--- src/design/ppu_defines.svh ---
`ifndef PPU_DEFINES_SVH
`define PPU_DEFINES_SVH

// datapath widths
`define PPU_INSTR_W        32
`define PPU_CTRL_W         25
`define PPU_OPCODE_W       6
`define PPU_FUNCT_W        6
`define PPU_ALU_OP_W       4
`define PPU_SRC_OP_W       3
`define PPU_DEST_SEL_W     3
`define PPU_MEM_SIZE_W     2

// instruction field positions
`define PPU_OPCODE_HI      31
`define PPU_OPCODE_LO      26
`define PPU_FUNCT_HI       5
`define PPU_FUNCT_LO       0

// primary opcodes
`define PPU_OP_RTYPE       6'b000000
`define PPU_OP_REGIMM      6'b000001  // bgez/bltz family, rt selects
`define PPU_OP_BEQ         6'b000100  // also the unconditional b alias
`define PPU_OP_ADDIU       6'b001001
`define PPU_OP_LB          6'b100000
`define PPU_OP_LBU         6'b100100
`define PPU_OP_SB          6'b101000
`define PPU_OP_SD          6'b111111
`define PPU_OP_BGTZ        6'b000111
`define PPU_OP_JAL         6'b000011
`define PPU_OP_LUI         6'b001111

// r-type funct codes
`define PPU_FN_ADDU        6'b100001
`define PPU_FN_SUBU        6'b100011
`define PPU_FN_JR          6'b001000

// destination select encodings
`define PPU_DEST_NONE      3'd0
`define PPU_DEST_RS        3'd1
`define PPU_DEST_RT        3'd2
`define PPU_DEST_R31       3'd3
`define PPU_DEST_RD        3'd4

// control word bit positions
`define PPU_CB_ENABLE_LO   0
`define PPU_CB_ENABLE_HI   1
`define PPU_CB_MEM_ENABLE  2
`define PPU_CB_MEM_SE      3
`define PPU_CB_MEM_RW      4
`define PPU_CB_MEM_SIZE_LO 5
`define PPU_CB_MEM_SIZE_HI 6
`define PPU_CB_TA_INSTR    7
`define PPU_CB_RF_ENABLE   8
`define PPU_CB_LOAD_INSTR  9
`define PPU_CB_B_INSTR     10
`define PPU_CB_ALU_OP_LO   11
`define PPU_CB_ALU_OP_HI   14
`define PPU_CB_SRC_OP_LO   15
`define PPU_CB_SRC_OP_HI   17
`define PPU_CB_DEST_SEL_LO 18
`define PPU_CB_DEST_SEL_HI 20
`define PPU_CB_JUMP        21
`define PPU_CB_COND_JUMP   22
`define PPU_CB_RS_ADDR_MUX 23
`define PPU_CB_ADDR_MUX    24

`endif
--- src/design/ppuDecodePkg.sv ---
`default_nettype none

`include "ppu_defines.svh"

package ppuDecodePkg;

    typedef logic [`PPU_INSTR_W-1:0]    instrWord_t;
    typedef logic [`PPU_CTRL_W-1:0]     ctrlWord_t;  // packed decode result
    typedef logic [`PPU_OPCODE_W-1:0]   opcode_t;
    typedef logic [`PPU_FUNCT_W-1:0]    funct_t;
    typedef logic [`PPU_ALU_OP_W-1:0]   aluOp_t;
    typedef logic [`PPU_SRC_OP_W-1:0]   srcOp_t;
    typedef logic [`PPU_DEST_SEL_W-1:0] destSel_t;  // see PPU_DEST_* codes
    typedef logic [`PPU_MEM_SIZE_W-1:0] memSize_t;

    // one entry per supported instruction, plus catch-all
    typedef enum logic [3:0] {
        KIND_NOP, KIND_ADDIU, KIND_ADDU, KIND_SUBU,
        KIND_LB, KIND_LBU, KIND_SB, KIND_SD,
        KIND_BGTZ, KIND_BEQ, KIND_REGIMM, KIND_JAL,
        KIND_JR, KIND_LUI, KIND_UNKNOWN
    } instrKind_e;

endpackage

`default_nettype wire

--- src/design/ppuDecodeUnit.sv ---
`timescale 1ns/1ps
`default_nettype none

module ppuDecodeUnit
    import ppuDecodePkg::*;
(
    input  logic       clk,
    input  logic       rst,
    input  logic       inValid,
    input  instrWord_t inInstr,
    output logic       inReady,
    output logic       outValid,
    output ctrlWord_t  outCtrl,
    output logic       outUnknown,
    output instrWord_t outInstr,
    input  logic       outReady
);

    instrKind_e kind;
    ctrlWord_t  decCtrl;
    logic       decUnknown;

    instrClassifier i_instrClassifier (
        .instr (inInstr),
        .kind  (kind)
    );

    controlEncoder i_controlEncoder (
        .kind    (kind),
        .ctrl    (decCtrl),
        .unknown (decUnknown)
    );

    // decode is combinational, the buffer is the only pipeline stage
    idSkidBuffer i_idSkidBuffer (
        .clk        (clk),
        .rst        (rst),
        .inValid    (inValid),
        .inCtrl     (decCtrl),
        .inUnknown  (decUnknown),
        .inInstr    (inInstr),
        .inReady    (inReady),
        .outValid   (outValid),
        .outCtrl    (outCtrl),
        .outUnknown (outUnknown),
        .outInstr   (outInstr),
        .outReady   (outReady)
    );

endmodule

`default_nettype wire

--- src/design/idSkidBuffer.sv ---
`timescale 1ns/1ps
`default_nettype none

module idSkidBuffer
    import ppuDecodePkg::*;
(
    input  logic       clk,
    input  logic       rst,
    input  logic       inValid,
    input  ctrlWord_t  inCtrl,
    input  logic       inUnknown,
    input  instrWord_t inInstr,
    output logic       inReady,
    output logic       outValid,
    output ctrlWord_t  outCtrl,
    output logic       outUnknown,
    output instrWord_t outInstr,
    input  logic       outReady
);

    ctrlWord_t  ctrlMem [2];
    logic       unknownMem [2];
    instrWord_t instrMem [2];
    logic       wrPtr, rdPtr;  // one bit each, two slots
    logic [1:0] count, countNext;
    logic       pushEn, popEn;

    assign pushEn = inValid && inReady;
    assign popEn  = outValid && outReady;

    always_comb begin
        case ({pushEn, popEn})
            2'b10:   countNext = count + 2'd1;
            2'b01:   countNext = count - 2'd1;
            default: countNext = count;  // idle or push+pop together
        endcase
    end

    always_ff @(posedge clk) begin
        if (rst) begin
            count   <= '0;
            wrPtr   <= 1'b0;
            rdPtr   <= 1'b0;
            inReady <= 1'b1;
        end else begin
            count   <= countNext;
            inReady <= (countNext != 2'd2);  // registered, full at two
            if (pushEn) wrPtr <= ~wrPtr;
            if (popEn) rdPtr <= ~rdPtr;
        end
    end

    always_ff @(posedge clk) begin
        if (pushEn) begin
            ctrlMem[wrPtr]    <= inCtrl;
            unknownMem[wrPtr] <= inUnknown;
            instrMem[wrPtr]   <= inInstr;
        end
    end

    assign outValid   = (count != 2'd0);
    assign outCtrl    = ctrlMem[rdPtr];  // head entry
    assign outUnknown = unknownMem[rdPtr];
    assign outInstr   = instrMem[rdPtr];

    // stalled head must hold until the consumer takes it
    aHoldOnStall: assert property (@(posedge clk) disable iff (rst)
        (outValid && !outReady) |=> (outValid && $stable(outCtrl)
            && $stable(outUnknown) && $stable(outInstr)));

    aCountMax: assert property (@(posedge clk) disable iff (rst) count <= 2'd2);

    aIdleAfterReset: assert property (@(posedge clk) rst |=> !outValid);

endmodule

`default_nettype wire

--- src/design/controlEncoder.sv ---
`timescale 1ns/1ps
`default_nettype none

`include "ppu_defines.svh"

module controlEncoder
    import ppuDecodePkg::*;
(
    input  instrKind_e kind,
    output ctrlWord_t  ctrl,
    output logic       unknown
);

    aluOp_t   aluOp;
    srcOp_t   srcOp;
    destSel_t destSel;
    logic     memEnable, memSe, memRw;
    logic     taInstr, rfEnable, loadInstr, bInstr;
    logic     jump, condJump, rsAddrMux, addrMux;

    assign unknown = (kind == KIND_UNKNOWN);

    always_comb begin
        aluOp     = '0;
        srcOp     = '0;
        destSel   = `PPU_DEST_NONE;
        memEnable = 1'b0;
        memSe     = 1'b0;
        memRw     = 1'b0;
        taInstr   = 1'b0;
        rfEnable  = 1'b0;
        loadInstr = 1'b0;
        bInstr    = 1'b0;
        jump      = 1'b0;
        condJump  = 1'b0;
        rsAddrMux = 1'b0;
        addrMux   = 1'b0;
        case (kind)
            KIND_ADDIU: begin
                srcOp = 3'd4;  // sign-extended imm16
                rfEnable = 1'b1;
                destSel = `PPU_DEST_RT;
            end
            KIND_ADDU: begin
                rfEnable = 1'b1;
                destSel = `PPU_DEST_RD;
            end
            KIND_SUBU: begin
                aluOp = 4'd1;  // subtract
                rfEnable = 1'b1;
                destSel = `PPU_DEST_RD;
            end
            KIND_LB, KIND_LBU: begin
                srcOp = 3'd4;
                loadInstr = 1'b1;
                rfEnable = 1'b1;
                memSe = (kind == KIND_LB);  // lbu zero-extends
                memEnable = 1'b1;
                destSel = `PPU_DEST_RT;
            end
            KIND_SB, KIND_SD: begin
                memRw = 1'b1;  // write
                memEnable = 1'b1;
                destSel = `PPU_DEST_RT;
            end
            KIND_BGTZ: begin
                aluOp = 4'd10;
                bInstr = 1'b1;
                taInstr = 1'b1;
                rsAddrMux = 1'b1;
            end
            KIND_JAL: begin
                srcOp = 3'd3;
                aluOp = 4'd12;  // return address path
                rfEnable = 1'b1;
                taInstr = 1'b1;
                condJump = 1'b1;
                jump = 1'b1;
                destSel = `PPU_DEST_R31;
            end
            KIND_LUI: begin
                srcOp = 3'd5;
                aluOp = 4'd11;
                rfEnable = 1'b1;
                destSel = `PPU_DEST_RT;
            end
            KIND_JR: begin
                condJump = 1'b1;
                jump = 1'b1;
                destSel = `PPU_DEST_RS;
                rsAddrMux = 1'b1;
            end
            KIND_REGIMM: begin
                aluOp = 4'd10;
                bInstr = 1'b1;
                taInstr = 1'b1;
                condJump = 1'b1;
                destSel = `PPU_DEST_RS;
                rsAddrMux = 1'b1;
                addrMux = 1'b1;
            end
            KIND_BEQ: begin
                bInstr = 1'b1;
                taInstr = 1'b1;
                condJump = 1'b1;
                rsAddrMux = 1'b1;
                addrMux = 1'b1;
            end
            default: ;  // nop and unknown keep all zeros
        endcase
    end

    always_comb begin
        ctrl = '0;  // enable and mem size fields stay zero
        ctrl[`PPU_CB_MEM_ENABLE] = memEnable;
        ctrl[`PPU_CB_MEM_SE] = memSe;
        ctrl[`PPU_CB_MEM_RW] = memRw;
        ctrl[`PPU_CB_TA_INSTR] = taInstr;
        ctrl[`PPU_CB_RF_ENABLE] = rfEnable;
        ctrl[`PPU_CB_LOAD_INSTR] = loadInstr;
        ctrl[`PPU_CB_B_INSTR] = bInstr;
        ctrl[`PPU_CB_ALU_OP_HI:`PPU_CB_ALU_OP_LO] = aluOp;
        ctrl[`PPU_CB_SRC_OP_HI:`PPU_CB_SRC_OP_LO] = srcOp;
        ctrl[`PPU_CB_DEST_SEL_HI:`PPU_CB_DEST_SEL_LO] = destSel;
        ctrl[`PPU_CB_JUMP] = jump;
        ctrl[`PPU_CB_COND_JUMP] = condJump;
        ctrl[`PPU_CB_RS_ADDR_MUX] = rsAddrMux;
        ctrl[`PPU_CB_ADDR_MUX] = addrMux;
    end

    // only nop and unrecognised words leave ctrl all zero
    always_comb begin
        assert final ((unknown || kind == KIND_NOP) ? (ctrl == '0) : (ctrl != '0))
            else $error("ctrl %h does not fit kind %0d", ctrl, kind);
    end

endmodule

`default_nettype wire

--- src/design/instrClassifier.sv ---
`timescale 1ns/1ps
`default_nettype none

`include "ppu_defines.svh"

module instrClassifier
    import ppuDecodePkg::*;
(
    input  instrWord_t instr,
    output instrKind_e kind
);

    opcode_t opcode;
    funct_t  funct;

    assign opcode = instr[`PPU_OPCODE_HI:`PPU_OPCODE_LO];
    assign funct  = instr[`PPU_FUNCT_HI:`PPU_FUNCT_LO];

    always_comb begin
        kind = KIND_UNKNOWN;  // anything not matched below
        if (instr == '0) begin
            kind = KIND_NOP;  // all-zero word, sll r0 is not decoded
        end else begin
            unique case (opcode)
                `PPU_OP_RTYPE: begin
                    unique case (funct)
                        `PPU_FN_ADDU: kind = KIND_ADDU;
                        `PPU_FN_SUBU: kind = KIND_SUBU;
                        `PPU_FN_JR:   kind = KIND_JR;
                        default:      kind = KIND_UNKNOWN;  // other r-type ops
                    endcase
                end
                `PPU_OP_REGIMM: kind = KIND_REGIMM;  // rt field not inspected
                `PPU_OP_BEQ:    kind = KIND_BEQ;
                `PPU_OP_ADDIU:  kind = KIND_ADDIU;
                `PPU_OP_LB:     kind = KIND_LB;
                `PPU_OP_LBU:    kind = KIND_LBU;
                `PPU_OP_SB:     kind = KIND_SB;
                `PPU_OP_SD:     kind = KIND_SD;
                `PPU_OP_BGTZ:   kind = KIND_BGTZ;
                `PPU_OP_JAL:    kind = KIND_JAL;
                `PPU_OP_LUI:    kind = KIND_LUI;
                default:        kind = KIND_UNKNOWN;
            endcase
        end
    end

endmodule

`default_nettype wire

--- config.mk ---
export PLATFORM = sky130hd
export DESIGN_NAME = ppuDecodeUnit
export DESIGN_NICKNAME = d
export VERILOG_FILES = /design/src/design/ppuDecodePkg.sv /design/src/design/ppuDecodeUnit.sv /design/src/design/idSkidBuffer.sv /design/src/design/controlEncoder.sv /design/src/design/instrClassifier.sv
export VERILOG_INCLUDE_DIRS = /design/src /design/src/design
export SDC_FILE = /design/constraint.sdc
export NUM_CORES = 1
export LEC_CHECK = 0
export BUFFER_PORTS_ARGS = -buffer_cell sky130_fd_sc_hd__buf_2
export CAP_MARGIN = 30
export CORE_MARGIN = 3
export CORE_UTILIZATION = 30
export CTS_CLUSTER_DIAMETER = 50
export DETAILED_ROUTE_END_ITERATION = 16
export PLACE_DENSITY = 0.53
export SYNTH_ARGS = -nofsm -noshare
export SYNTH_HDL_FRONTEND = slang
export SYNTH_SLANG_ARGS = --single-unit
--- constraint.sdc ---
create_clock -name clk -period 9.5 [get_ports clk]
set_input_delay 1.9 -clock clk [delete_from_list [all_inputs] [get_ports clk]]
set_output_delay 1.9 -clock clk [all_outputs]
set_load 0.05 [all_outputs]
==> results.json <==
{
  "antenna_found_initial": 0,
  "diodes": 0,
  "cts.repair.resized": 0,
  "numPortBuffers": 91,
  "die_x_um": 132,
  "skew_ns": 0.00384,
  "reg2reg_depth": 6,
  "async_reset_ff_share_pct": 0,
  "powerDensity_nw_per_um2": 330,
  "peakVddDrop_uv": 136,
  "grt_max_degree": 55,
  "cts_made_buffers": 17,
  "synth_edf_count": 108,
  "synth_cells": 295,
  "yosysSeqAreaShare_pct": 70.6,
  "drc": 0,
  "place.gp.congestion": 0.796,
  "cts-root-buf": "clkbuf_16",
  "dpl.hpwl_mm": 6.60,
  "hold_viol": 0,
  "cts.sink_count": 114,
  "routed_wl_mm": 10.1,
  "clkTransAtPathRegs_ns": 0.05,
  "cap_violations": 0,
  "slew_viol_final": 0,
  "cp.arrival_ns": 2.27,
  "max_freq_ghz": 0.240,
  "crit_path_end_kind": "output pin",
  "die_area_sq_um": 17400,
  "leakagePower_nw": 2.22,
  "syn_area_sq_um": 4760,
  "core-area_sq_um": 15400,
  "mostFrequentLayoutCells": "edfxtp_1 (108), buf_2 (91), mux2_2 (55)",
  "drive_gt1_share_pct": 46.2,
  "cts_buffer_depth": 2,
  "ys_ff_latch": 114,
  "post-cts-setup-buffer-count": 0,
  "min_path_type": "flop to flop",
  "drt_iter0_markers": 164,
  "layout.nets": 431,
  "final_common_cell": "edfxtp_1",
  "status": "finished clean",
  "slew_headroom_pct": 47.5,
  "fin_setup_tns_ns": 0,
  "firstDrtPassIters": 4,
  "synth.distinct_cells": 48,
  "ant_nets": 0,
  "worstSetupStartpointType": "flop",
  "grt_pass1_vias": 2831,
  "wl_per_cell_um": 16.4,
  "grt_pass1_wl_mm": 15.8,
  "pin_count": 96,
  "rr_startpoint": "i_idSkidBuffer.count[0]",
  "rows": 45,
  "grt_usage_pct": 11.9,
  "post-route-period-util_pct": 43.9,
  "grt-ovfl-total": 0,
  "insertion_delay_ns": 0.40,
  "whs_path_depth": 2,
  "viasPerCell": 4.60,
  "crit_fanout": 33,
  "syn_avg_cell_area_sq_um": 16.1,
  "rsz0062_at_grt": "no",
  "ys_warn_count": 0,
  "hold_start": "i_idSkidBuffer.rdPtr",
  "synth_ff_type": "edfxtp_1",
  "cts_hold_buf": 0,
  "worst_slew_pin_slew_ns": 0.787,
  "h-tree-depth": 4,
  "die_h_um": 132,
  "initial_core_util_pct": 31.0,
  "vias": 2841,
  "crit_type": "flop to output pin",
  "cts_tree": "done",
  "stdcell_count": 618,
  "crit_required_ns": 7.60,
  "setup_viol": 0,
  "period_minus_slack_ns": 4.17,
  "dp.cells": 585,
  "area_growth_syn_to_layout_pct": 26.8
}
==> synth_stat cells, drive strengths merged, types with 3 or more instances <==
master  number  area share, %
a21oi        7           0.81
and2         4           0.53
and3         5           0.66
buf         16            2.1
dfxtp        6            2.5
edfxtp     108             68
inv          3           0.24
mux2        55             13
nand2       11           0.87
nand3        4           0.42
nor2        16            1.3
nor3         4           0.42
nor3b        4           0.74
nor4         5           0.66
o21a         4           0.63
o31ai        3           0.47
xnor2        6            1.1
==> report_power, final <==
group | internal, W | leakage, nW | total [W] | switching [W]
Clock | 0.000437 | 0.290 | 0.000655 | 0.000218
Sequential | 0.000649 | 1.07 | 0.000682 | 0.0000336
Combinational | 0.000177 | 0.859 | 0.000657 | 0.000480
Total | 0.00126 | 2.22 | 0.00199 | 0.000732
==> registers in the layout, summed over array words and instances, names as in the netlist, named ones only <==
signal,count
i_idSkidBuffer.instrMem,64
i_idSkidBuffer.ctrlMem,42
i_idSkidBuffer.count,2
i_idSkidBuffer.unknownMem,2
i_idSkidBuffer.inReady,1
i_idSkidBuffer.rdPtr,1
i_idSkidBuffer.wrPtr,1
==> cell type report <==
type	count	area, sq um
Clock inverter	14	186
Tap cell	211	264
Sequential cell	114	3360
Timing Repair Buffer	95	483
Fill cell	1453	9330
Inverter	3	11.3
Multi-Input combinational cell	163	1300
Clock buffer	18	429
==> worst max-delay path, stage by stage, from the launching register on <==
cell     delay [ns]
dfxtp_2        0.68
buf_4          0.52
mux2_2         0.42
buf_2          0.22
==> final timing paths <==
path                            slack (ns)                      to
worst max-delay path                  5.33             outCtrl[19]
worst min-delay path                  0.52                    flop
worst max register to register        7.62  i_idSkidBuffer.inReady
worst min register to register        0.52                    flop
==> logic make-up (layout without fill, tap and decap cells) <==
logic type / after synthesis / after routing / share of synthesized area [%]
fa+ha+maj: 1 / 1 / 0.263
compound gates: 29 / 29 / 4.28
xor+xnor: 8 / 8 / 1.47
flops: 114 / 114 / 70.6
buf+inv: 21 / 130 / 2.47
other cells: 1 / 4 / 0.0788
simple gates: 66 / 66 / 7.78
mux: 55 / 55 / 13.0
==> metrics by stage <==
stage / util (%) / power [W] / setup WS (ns) / hold slack, ns / area [sq um]
6_report: 39.3 / 0.00199 / 5.33 / 0.516 / 6040
5_1_grt: 39.3 / 0.00208 / 5.18 / 0.565 / 6040
4_1_cts: 39.3 / 0.00203 / 5.24 / 0.513 / 6030
3_5_place_dp: 35.2 / 0.00136 / 5.40 / 0.503 / 5420
3_3_place_gp: 35.2 / 0.00136 / 5.48 / 0.484 / 5420
2_1_floorplan: - / 0.00121 / 4.74 / 0.464 / 4770
==> layer usage <==
metal  vias up  part of all wire [%]  track usage, %
met1      1416                    46            15.6
met5         -                     0               0
met4         0                   1.3            3.73
met3         9                   5.7            4.92
met2        79                    47            18.2
li1       1337                     -               -
No activity file was read; power rests on OpenSTA's default activity.
